## config.mk

```make
export PLATFORM = sky130hd
export DESIGN_NAME = axil_monitor_top
export DESIGN_NICKNAME = d
export VERILOG_FILES = /design/src/axil_mon_pkg.sv /design/src/axil_txn_if.sv /design/src/axil_chan_check.sv /design/src/axil_monitor_top.sv /design/src/axil_outstanding.sv /design/src/axil_timing_check.sv
export VERILOG_INCLUDE_DIRS = /design/src
export SDC_FILE = /design/constraint.sdc
export NUM_CORES = 1
export LEC_CHECK = 0
export BUFFER_PORTS_ARGS = -buffer_cell sky130_fd_sc_hd__clkbuf_2
export CAP_MARGIN = 20
export CORE_MARGIN = 2
export CORE_UTILIZATION = 54
export DETAILED_ROUTE_END_ITERATION = 16
export PLACE_DENSITY_LB_ADDON = 0.08
export SYNTH_ARGS = -nofsm -noshare
export SYNTH_HDL_FRONTEND = slang
export SYNTH_SLANG_ARGS = --single-unit
export TNS_END_PERCENT = 50
```

## constraint.sdc

```tcl
create_clock -name i_clk -period 2.85 [get_ports i_clk]
set_clock_uncertainty 0.15 [all_clocks]
set_input_delay 0.1425 -clock i_clk [delete_from_list [all_inputs] [get_ports i_clk]]
set_output_delay 0.1425 -clock i_clk [all_outputs]
set_load 0.005 [all_outputs]
```

## src/axil_mon_macros.svh

```systemverilog
// AXI-lite monitor macros: bus widths, counter width and timing limits
`ifndef AXIL_MON_MACROS_SVH
`define AXIL_MON_MACROS_SVH

// Bus widths of the observed link
`define AXIL_ADDR_W 28
`define AXIL_DATA_W 32
// One strobe bit per data byte
`define AXIL_STRB_W (`AXIL_DATA_W / 8)

// Outstanding counter width, all ones is flagged as overflow
`define AXIL_DEPTH_W 4

// Cycles a request may wait for its ready
`define AXIL_MAX_WAIT 12
// Cycles a response may wait for its ready
`define AXIL_MAX_RSTALL 12
// Cycles from request to response
`define AXIL_MAX_DELAY 12

// Sized from the sum of the limits, so it always holds the largest limit plus one
`define AXIL_TIMER_W $clog2(`AXIL_MAX_WAIT + `AXIL_MAX_RSTALL + `AXIL_MAX_DELAY + 1)

`endif

```

## src/axil_mon_pkg.sv

```systemverilog
// AXI-lite monitor types: response codes, channel payloads and violation index
`include "axil_mon_macros.svh"

package axil_mon_pkg;

	// Response codes as carried on BRESP and RRESP
	typedef enum logic [1:0] {
		RESP_OKAY   = 2'b00,
		RESP_EXOKAY = 2'b01,
		RESP_SLVERR = 2'b10,
		RESP_DECERR = 2'b11
	} resp_e;

	// AW and AR carry the same payload
	typedef struct packed {
		logic [`AXIL_ADDR_W-1:0] addr;
		logic [2:0]              prot;
	} addr_payload_t;

	typedef struct packed {
		logic [`AXIL_DATA_W-1:0] data;
		logic [`AXIL_STRB_W-1:0] strb;
	} wdata_payload_t;

	typedef struct packed {
		logic [`AXIL_DATA_W-1:0] data;
		resp_e                   resp;
	} rdata_payload_t;

	typedef logic [`AXIL_DEPTH_W-1:0] count_t;

	// Bit positions in the sticky violation vector
	typedef enum logic [2:0] {
		V_RESET_VALID = 3'd0,
		V_STABLE      = 3'd1,
		V_RESP_CODE   = 3'd2,
		V_ORPHAN      = 3'd3,
		V_OVERFLOW    = 3'd4,
		V_REQ_STALL   = 3'd5,
		V_RESP_STALL  = 3'd6,
		V_DELAY       = 3'd7
	} viol_e;

	typedef logic [7:0] viol_vec_t;

endpackage

```

## src/axil_txn_if.sv

```systemverilog
// Accept pulses and outstanding counts shared between the counter and timer blocks
`timescale 1ns/10ps

interface axil_txn_if;
	import axil_mon_pkg::*;

	// Single-cycle accept pulses, combinational
	logic aw_fire;
	logic w_fire;
	logic ar_fire;
	logic b_fire;
	logic r_fire;

	// Registered outstanding counts
	count_t awr_cnt;
	count_t wr_cnt;
	count_t rd_cnt;

	// Counter block drives everything
	modport tracker (
		output aw_fire, w_fire, ar_fire, b_fire, r_fire,
		output awr_cnt, wr_cnt, rd_cnt
	);

	// Timer block only observes
	modport monitor (
		input aw_fire, w_fire, ar_fire, b_fire, r_fire,
		input awr_cnt, wr_cnt, rd_cnt
	);

endinterface

```

## src/axil_chan_check.sv

```systemverilog
// Per-channel checker for valid after reset and for payload stability under stall
`timescale 1ns/10ps

module axil_chan_check #(
	parameter type payload_t = logic
) (
	input  logic     i_clk,
	input  logic     i_axi_reset_n,
	input  logic     i_valid,
	input  logic     i_ready,
	input  payload_t i_payload,
	output logic     o_reset_err,
	output logic     o_stable_err
);

	// High in the cycle right after a reset cycle
	logic     r_was_reset;
	// Previous cycle held valid without ready
	logic     r_stalled;
	// Payload seen in the previous cycle
	payload_t r_payload;

	always_ff @(posedge i_clk)
	begin
		r_was_reset <= !i_axi_reset_n;
	end

	// Stall state only counts outside of reset
	always_ff @(posedge i_clk)
	begin
		if (!i_axi_reset_n)
			r_stalled <= 1'b0;
		else
			r_stalled <= i_valid && !i_ready;
	end

	always_ff @(posedge i_clk)
	begin
		r_payload <= i_payload;
	end

	//////////////////////////////
	// Sticky rule flags
	//////////////////////////////

	always_ff @(posedge i_clk)
	begin
		if (!i_axi_reset_n)
		begin
			o_reset_err  <= 1'b0;
			o_stable_err <= 1'b0;
		end
		else
		begin
			// Valid must come up low after reset
			if (r_was_reset && i_valid)
				o_reset_err <= 1'b1;
			// A stalled beat must keep valid and payload
			if (r_stalled && (!i_valid || (i_payload != r_payload)))
				o_stable_err <= 1'b1;
		end
	end

endmodule

```

## src/axil_monitor_top.sv

```systemverilog
// AXI-lite slave protocol monitor: counts outstanding requests and latches violations
`timescale 1ns/10ps
`include "axil_mon_macros.svh"

module axil_monitor_top (
	input  logic                     i_clk,
	input  logic                     i_axi_reset_n,
	// Write address
	input  logic                     i_axi_awvalid,
	input  logic                     i_axi_awready,
	input  logic [`AXIL_ADDR_W-1:0]  i_axi_awaddr,
	input  logic [2:0]               i_axi_awprot,
	// Write data
	input  logic                     i_axi_wvalid,
	input  logic                     i_axi_wready,
	input  logic [`AXIL_DATA_W-1:0]  i_axi_wdata,
	input  logic [`AXIL_STRB_W-1:0]  i_axi_wstrb,
	// Write response
	input  logic                     i_axi_bvalid,
	input  logic                     i_axi_bready,
	input  logic [1:0]               i_axi_bresp,
	// Read address
	input  logic                     i_axi_arvalid,
	input  logic                     i_axi_arready,
	input  logic [`AXIL_ADDR_W-1:0]  i_axi_araddr,
	input  logic [2:0]               i_axi_arprot,
	// Read data
	input  logic                     i_axi_rvalid,
	input  logic                     i_axi_rready,
	input  logic [`AXIL_DATA_W-1:0]  i_axi_rdata,
	input  logic [1:0]               i_axi_rresp,
	// Monitor state
	output axil_mon_pkg::count_t     o_awr_outstanding,
	output axil_mon_pkg::count_t     o_wr_outstanding,
	output axil_mon_pkg::count_t     o_rd_outstanding,
	output axil_mon_pkg::viol_vec_t  o_violations
);
	import axil_mon_pkg::*;

	addr_payload_t  aw_payload, ar_payload;
	wdata_payload_t w_payload;
	rdata_payload_t r_payload;
	resp_e          b_resp, r_resp;
	// Per-channel flags, order AW W B AR R
	logic [4:0]     reset_err, stable_err;
	logic           orphan_err, resp_code_err, overflow_err;
	logic           req_stall_err, resp_stall_err, delay_err;

	axil_txn_if u_txn ();

	assign b_resp     = resp_e'(i_axi_bresp);
	assign r_resp     = resp_e'(i_axi_rresp);
	assign aw_payload = '{addr: i_axi_awaddr, prot: i_axi_awprot};
	assign ar_payload = '{addr: i_axi_araddr, prot: i_axi_arprot};
	assign w_payload  = '{data: i_axi_wdata, strb: i_axi_wstrb};
	assign r_payload  = '{data: i_axi_rdata, resp: r_resp};

	//////////////////////////////
	// Channel rules
	//////////////////////////////

	axil_chan_check #(.payload_t(addr_payload_t)) u_aw_check (
		.i_clk(i_clk), .i_axi_reset_n(i_axi_reset_n),
		.i_valid(i_axi_awvalid), .i_ready(i_axi_awready), .i_payload(aw_payload),
		.o_reset_err(reset_err[0]), .o_stable_err(stable_err[0])
	);
	axil_chan_check #(.payload_t(wdata_payload_t)) u_w_check (
		.i_clk(i_clk), .i_axi_reset_n(i_axi_reset_n),
		.i_valid(i_axi_wvalid), .i_ready(i_axi_wready), .i_payload(w_payload),
		.o_reset_err(reset_err[1]), .o_stable_err(stable_err[1])
	);
	// B has no payload beyond its response code
	axil_chan_check #(.payload_t(resp_e)) u_b_check (
		.i_clk(i_clk), .i_axi_reset_n(i_axi_reset_n),
		.i_valid(i_axi_bvalid), .i_ready(i_axi_bready), .i_payload(b_resp),
		.o_reset_err(reset_err[2]), .o_stable_err(stable_err[2])
	);
	axil_chan_check #(.payload_t(addr_payload_t)) u_ar_check (
		.i_clk(i_clk), .i_axi_reset_n(i_axi_reset_n),
		.i_valid(i_axi_arvalid), .i_ready(i_axi_arready), .i_payload(ar_payload),
		.o_reset_err(reset_err[3]), .o_stable_err(stable_err[3])
	);
	axil_chan_check #(.payload_t(rdata_payload_t)) u_r_check (
		.i_clk(i_clk), .i_axi_reset_n(i_axi_reset_n),
		.i_valid(i_axi_rvalid), .i_ready(i_axi_rready), .i_payload(r_payload),
		.o_reset_err(reset_err[4]), .o_stable_err(stable_err[4])
	);

	//////////////////////////////
	// Counters and timers
	//////////////////////////////

	axil_outstanding u_outstanding (
		.i_clk(i_clk), .i_axi_reset_n(i_axi_reset_n),
		.i_awvalid(i_axi_awvalid), .i_awready(i_axi_awready),
		.i_wvalid(i_axi_wvalid), .i_wready(i_axi_wready),
		.i_bvalid(i_axi_bvalid), .i_bready(i_axi_bready),
		.i_arvalid(i_axi_arvalid), .i_arready(i_axi_arready),
		.i_rvalid(i_axi_rvalid), .i_rready(i_axi_rready),
		.i_bresp(b_resp), .i_rresp(r_resp), .txn(u_txn.tracker),
		.o_awr_outstanding(o_awr_outstanding), .o_wr_outstanding(o_wr_outstanding),
		.o_rd_outstanding(o_rd_outstanding), .o_orphan_err(orphan_err),
		.o_resp_code_err(resp_code_err), .o_overflow_err(overflow_err)
	);

	axil_timing_check u_timing (
		.i_clk(i_clk), .i_axi_reset_n(i_axi_reset_n),
		.i_awvalid(i_axi_awvalid), .i_wvalid(i_axi_wvalid), .i_arvalid(i_axi_arvalid),
		.i_awready(i_axi_awready), .i_wready(i_axi_wready), .i_arready(i_axi_arready),
		.i_bvalid(i_axi_bvalid), .i_bready(i_axi_bready),
		.i_rvalid(i_axi_rvalid), .i_rready(i_axi_rready), .txn(u_txn.monitor),
		.o_req_stall_err(req_stall_err), .o_resp_stall_err(resp_stall_err),
		.o_delay_err(delay_err)
	);

	// Any channel breaking a rule sets the shared bit
	assign o_violations[V_RESET_VALID] = |reset_err;
	assign o_violations[V_STABLE]      = |stable_err;
	assign o_violations[V_RESP_CODE]   = resp_code_err;
	assign o_violations[V_ORPHAN]      = orphan_err;
	assign o_violations[V_OVERFLOW]    = overflow_err;
	assign o_violations[V_REQ_STALL]   = req_stall_err;
	assign o_violations[V_RESP_STALL]  = resp_stall_err;
	assign o_violations[V_DELAY]       = delay_err;

endmodule

```

## src/axil_outstanding.sv

```systemverilog
// Outstanding transaction counters with orphan, overflow and response-code checks
`timescale 1ns/10ps

module axil_outstanding (
	input  logic                  i_clk,
	input  logic                  i_axi_reset_n,
	input  logic                  i_awvalid,
	input  logic                  i_awready,
	input  logic                  i_wvalid,
	input  logic                  i_wready,
	input  logic                  i_bvalid,
	input  logic                  i_bready,
	input  logic                  i_arvalid,
	input  logic                  i_arready,
	input  logic                  i_rvalid,
	input  logic                  i_rready,
	input  axil_mon_pkg::resp_e   i_bresp,
	input  axil_mon_pkg::resp_e   i_rresp,
	axil_txn_if.tracker           txn,
	output axil_mon_pkg::count_t  o_awr_outstanding,
	output axil_mon_pkg::count_t  o_wr_outstanding,
	output axil_mon_pkg::count_t  o_rd_outstanding,
	output logic                  o_orphan_err,
	output logic                  o_resp_code_err,
	output logic                  o_overflow_err
);
	import axil_mon_pkg::*;

	count_t r_awr_cnt;
	count_t r_wr_cnt;
	count_t r_rd_cnt;

	// Accepts only count while out of reset
	assign txn.aw_fire = i_awvalid && i_awready && i_axi_reset_n;
	assign txn.w_fire  = i_wvalid  && i_wready  && i_axi_reset_n;
	assign txn.ar_fire = i_arvalid && i_arready && i_axi_reset_n;
	assign txn.b_fire  = i_bvalid  && i_bready  && i_axi_reset_n;
	assign txn.r_fire  = i_rvalid  && i_rready  && i_axi_reset_n;

	//////////////////////////////
	// Counters
	//////////////////////////////

	// Request adds one, response removes one, both together cancel
	always_ff @(posedge i_clk)
	begin
		if (!i_axi_reset_n)
		begin
			r_awr_cnt <= '0;
			r_wr_cnt  <= '0;
			r_rd_cnt  <= '0;
		end
		else
		begin
			case ({txn.aw_fire, txn.b_fire})
				2'b10:   r_awr_cnt <= r_awr_cnt + 1'b1;
				2'b01:   r_awr_cnt <= r_awr_cnt - 1'b1;
				default: r_awr_cnt <= r_awr_cnt;
			endcase
			case ({txn.w_fire, txn.b_fire})
				2'b10:   r_wr_cnt <= r_wr_cnt + 1'b1;
				2'b01:   r_wr_cnt <= r_wr_cnt - 1'b1;
				default: r_wr_cnt <= r_wr_cnt;
			endcase
			case ({txn.ar_fire, txn.r_fire})
				2'b10:   r_rd_cnt <= r_rd_cnt + 1'b1;
				2'b01:   r_rd_cnt <= r_rd_cnt - 1'b1;
				default: r_rd_cnt <= r_rd_cnt;
			endcase
		end
	end

	assign txn.awr_cnt       = r_awr_cnt;
	assign txn.wr_cnt        = r_wr_cnt;
	assign txn.rd_cnt        = r_rd_cnt;
	assign o_awr_outstanding = r_awr_cnt;
	assign o_wr_outstanding  = r_wr_cnt;
	assign o_rd_outstanding  = r_rd_cnt;

	//////////////////////////////
	// Response-side flags
	//////////////////////////////

	always_ff @(posedge i_clk)
	begin
		if (!i_axi_reset_n)
		begin
			o_orphan_err    <= 1'b0;
			o_resp_code_err <= 1'b0;
			o_overflow_err  <= 1'b0;
		end
		else
		begin
			// A write response needs both address and data accepted
			if (i_bvalid && ((r_awr_cnt == '0) || (r_wr_cnt == '0)))
				o_orphan_err <= 1'b1;
			if (i_rvalid && (r_rd_cnt == '0))
				o_orphan_err <= 1'b1;
			// Exclusive access is not part of AXI-lite
			if ((i_bvalid && (i_bresp == RESP_EXOKAY))
					|| (i_rvalid && (i_rresp == RESP_EXOKAY)))
				o_resp_code_err <= 1'b1;
			// All ones means the next accept would wrap
			if ((&r_awr_cnt) || (&r_wr_cnt) || (&r_rd_cnt))
				o_overflow_err <= 1'b1;
		end
	end

endmodule

```

## src/axil_timing_check.sv

```systemverilog
// Stall and response-delay timers with sticky limit flags
`timescale 1ns/10ps
`include "axil_mon_macros.svh"

module axil_timing_check (
	input  logic         i_clk,
	input  logic         i_axi_reset_n,
	input  logic         i_awvalid,
	input  logic         i_wvalid,
	input  logic         i_arvalid,
	input  logic         i_awready,
	input  logic         i_wready,
	input  logic         i_arready,
	input  logic         i_bvalid,
	input  logic         i_bready,
	input  logic         i_rvalid,
	input  logic         i_rready,
	axil_txn_if.monitor  txn,
	output logic         o_req_stall_err,
	output logic         o_resp_stall_err,
	output logic         o_delay_err
);
	import axil_mon_pkg::*;

	logic [`AXIL_TIMER_W-1:0] r_aw_stall, r_w_stall, r_ar_stall;
	logic [`AXIL_TIMER_W-1:0] r_b_stall, r_r_stall;
	logic [`AXIL_TIMER_W-1:0] r_wr_delay, r_rd_delay;

	//////////////////////////////
	// Request stalls
	//////////////////////////////

	// Timers restart whenever the slave has a reason to hold off
	always_ff @(posedge i_clk)
	begin
		// A pending B response may back up the write path
		if (!i_axi_reset_n || !i_awvalid || i_awready || i_bvalid)
			r_aw_stall <= '0;
		// Address ahead of data, slave may be waiting on WVALID
		else if ((txn.awr_cnt >= txn.wr_cnt) && !i_wvalid)
			r_aw_stall <= '0;
		else
			r_aw_stall <= r_aw_stall + 1'b1;

		// Mirror of the address rule
		if (!i_axi_reset_n || !i_wvalid || i_wready || i_bvalid)
			r_w_stall <= '0;
		else if ((txn.wr_cnt >= txn.awr_cnt) && !i_awvalid)
			r_w_stall <= '0;
		else
			r_w_stall <= r_w_stall + 1'b1;

		// Reads are exempt while RVALID is up
		if (!i_axi_reset_n || !i_arvalid || i_arready || i_rvalid)
			r_ar_stall <= '0;
		else
			r_ar_stall <= r_ar_stall + 1'b1;
	end

	//////////////////////////////
	// Response stalls and delays
	//////////////////////////////

	always_ff @(posedge i_clk)
	begin
		// Count only while the master refuses a response
		if (!i_axi_reset_n || !i_bvalid || i_bready)
			r_b_stall <= '0;
		else
			r_b_stall <= r_b_stall + 1'b1;
		if (!i_axi_reset_n || !i_rvalid || i_rready)
			r_r_stall <= '0;
		else
			r_r_stall <= r_r_stall + 1'b1;

		// A write is complete only once both halves are in
		if (!i_axi_reset_n || i_bvalid || (txn.awr_cnt == count_t'(0))
				|| (txn.wr_cnt == count_t'(0)))
			r_wr_delay <= '0;
		else
			r_wr_delay <= r_wr_delay + 1'b1;
		if (!i_axi_reset_n || i_rvalid || (txn.rd_cnt == count_t'(0)))
			r_rd_delay <= '0;
		else
			r_rd_delay <= r_rd_delay + 1'b1;
	end

	// Flags hold until the next reset
	always_ff @(posedge i_clk)
	begin
		if (!i_axi_reset_n)
		begin
			o_req_stall_err  <= 1'b0;
			o_resp_stall_err <= 1'b0;
			o_delay_err      <= 1'b0;
		end
		else
		begin
			if ((r_aw_stall >= `AXIL_MAX_WAIT) || (r_w_stall >= `AXIL_MAX_WAIT)
					|| (r_ar_stall >= `AXIL_MAX_WAIT))
				o_req_stall_err <= 1'b1;
			if ((r_b_stall >= `AXIL_MAX_RSTALL) || (r_r_stall >= `AXIL_MAX_RSTALL))
				o_resp_stall_err <= 1'b1;
			if ((r_wr_delay >= `AXIL_MAX_DELAY) || (r_rd_delay >= `AXIL_MAX_DELAY))
				o_delay_err <= 1'b1;
		end
	end

endmodule

```

==> flow_summary.ini <==
[layout]
nets = 1196
layout_common_cells = dfxtp_1 (210), clkbuf_2 (165), dlygate4sd3_1 (149), xor2_1 (115), nor2_1 (58)
final_common_cell = dfxtp_1
final_core_util_pct = 77.5
drive_above_1_share_pct = 19.1
area_growth_pct = 41.3

[worst_setup_path]
worstSetupStartpointType = input pin
crit_fanout = 16
crit_type = input pin to flip-flop
crit_start = i_axi_reset_n
rr_startpoint = u_outstanding.o_wr_outstanding[1]
worst-endpoint-arrival_ns = 2.61
crit_path_end_kind = flip-flop
required_ns = 3.13

[placed_design]
port_buffers = 165
gp_congestion = 0.854
hpwl_um = 11300

[grt]
antenna_found_initial = 2
grt_overflow = 0
grt_pass1_wl_um = 29700
grt.busiest_layer = met2
grt_util_met2_pct = 49.3
grt_pass1_vias = 6450
grt_max_degree = 29
use_met1_pct = 26.4
use_met3_pct = 4.23
grt_usage_pct = 25.1

[hold_path]
hold_path_class = input pin to flip-flop
min_from = i_axi_awaddr[17]

[pwr]
p_leak_nw = 4.61
powerDensity_mw_per_mm2 = 608
vdd_drop_max_mv = 0.506

[sta]
fmax_mhz = 429
slew_headroom_pct = 54.6
hold_slack_ns = 0.156
fin_crit_ns = 2.33
slew_viol_final = 0
setup_tns_ns = 0
finalHoldViolations = 0
worst_slew_pin_slew_ns = 0.676
setup_viol = 0
grt_setup_unrepaired = false
timing.final.crit_share_pct = 81.8

[route]
viasPerCell = 4.91
wl_per_cell_um = 15.3
ant_nets = 0
dr.pass1.iters = 4
vias = 5985
wl_um = 18600
drc = 0
drtIter0Drc = 205

[synth]
ys_warn_count = 0
ys_top_cells_by_area = dfxtp_1 (55%), xor2_1 (13%), xnor2_1 (6.5%), ha_1 (4.5%), nor2_1 (2.9%)
syn_nets = 874
synth_area_mm2 = 0.00759
ys_types = 43
synth.avg_cell_area_um2 = 10.8
synth_seq_cells = 210
ys_seq_area_share_pct = 55.4
syn_inst = 701
synth_top_area_share_pct = 55.4
yosysTopAreaCell = dfxtp_1

[floorplanning]
core_area_mm2 = 0.0138
die_h_um = 123
core.rowCount = 43
initial_core_util_pct = 54.9
die_w_um = 123
io_pins = 166
dieArea_mm2 = 0.0150

[cts]
htree_levels = 1
post_cts_buffers = 0
insertion_delay_ns = 0.50
cts_tree = built
clk_path_buf_depth = 3
clk_pin_slew_ns = 0.06
clock-sinks = 210
numCtsBuffers = 22
holdBufCountCts = 149
cts_root_buf = clkbuf_16
cts-resized-gates = 0

[run_status]
outcome = finished, final reports clean

[flow_run]
drv_cap = 0
## flip-flops by register name, summed over array words and instances (netlist names), 2 cells and up
name	flops
u_outstanding.o_wr_outstanding	4
u_ar_check.r_payload	31
u_outstanding.o_awr_outstanding	4
u_b_check.r_payload	2
u_w_check.r_payload	36
u_timing.r_r_stall	6
u_timing.r_b_stall	6
u_timing.r_aw_stall	6
u_timing.r_wr_delay	6
u_aw_check.r_payload	31
u_timing.r_rd_delay	6
u_r_check.r_payload	34
u_timing.r_w_stall	6
u_timing.r_ar_stall	6
u_outstanding.o_rd_outstanding	4
## cells in the mapped netlist
master / instances
dfxtp_1: 210
a211o_1: 1
clkbuf_1: 5
a21oi_2: 1
buf_4: 6
nand3b_1: 6
a2111o_1: 1
nand3_1: 23
nand2_1: 21
xor2_1: 115
and3b_1: 2
inv_1: 27
nand4_1: 17
nor3_1: 11
xnor2_1: 56
a222oi_1: 1
a211oi_1: 2
a21oi_1: 19
or4_1: 1
buf_6: 2
or2_2: 1
o21ai_0: 15
or3_1: 7
buf_1: 1
o21a_1: 2
or3b_1: 1
and2_1: 2
o41ai_1: 1
nor2_1: 58
nor3b_1: 6
o31a_1: 2
nand2b_1: 1
nor4_1: 28
a31oi_1: 5
and4_1: 1
a221oi_1: 1
a41oi_1: 1
ha_1: 27
nor2b_1: 3
mux2i_1: 3
inv_2: 1
and3_1: 5
buf_2: 2
## through the flow
stage	power, mW	setup WS (ns)	instance area, µm²	instances
6_report	6.52	0.517	10700	1218
3_3_place_gp	3.65	0.696	8540	1030
3_5_place_dp	3.68	0.588	8540	1030
5_1_grt	6.76	0.348	10700	1218
2_1_floorplan	3.47	0.588	7590	701
4_1_cts	6.53	0.535	10700	1216
## routing by layer
layer,vias to the layer above,part of all wire [%]
met3,49,3.9
met1,2795,38
met4,0,3.4
met5,-,0
li1,2999,-
met2,142,54
## report_power, final
| part | internal (mW) | switching (mW) |
|---|---|---|
| Sequential | 3.07 | 0.0829 |
| Clock | 1.59 | 1.11 |
| Combinational | 0.375 | 0.286 |
| Total | 5.04 | 1.48 |
## path summary, 6_finish.rpt
kind                            slack [ns]                           endpoint  cells past startpoint
worst min-delay path                  0.16           u_aw_check.r_payload[20]                      2
worst max register to register        0.78             u_timing.r_aw_stall[0]                      7
worst max-delay path                  0.52  u_outstanding.o_wr_outstanding[2]                     10
worst min register to register        0.30            u_aw_check.o_stable_err                      2
## final cells by class
| cell class | instances | area, µm² |
|---|---|---|
| antenna | 2 | 5.00 |
| clock buffer | 32 | 618 |
| clock inverter | 5 | 65.1 |
| fill | 880 | 3110 |
| inverter | 28 | 105 |
| multi-input combinational | 447 | 3180 |
| sequential | 210 | 4200 |
| tap | 180 | 225 |
| timing repair buffer | 314 | 2320 |
## critical path, stage by stage
cell and delay, ns:
dlygate4sd3_1 0.55, clkbuf_2 0.25, and3_1 0.31, ha_1 0.28, xor2_1 0.17, ha_1 0.19, a21oi_1 0.17, xor2_1 0.11
or3_1 0.31, a21oi_1 0.13
## kinds of logic after synthesis
logic type | synth area share (%)
compound gates | 4.14
simple gates | 13.2
fa+ha+maj | 4.45
xor+xnor | 19.7
flops | 55.4
mux | 0.396
buf+inv | 2.70
Note: power is estimated with default switching activity, not from simulation.
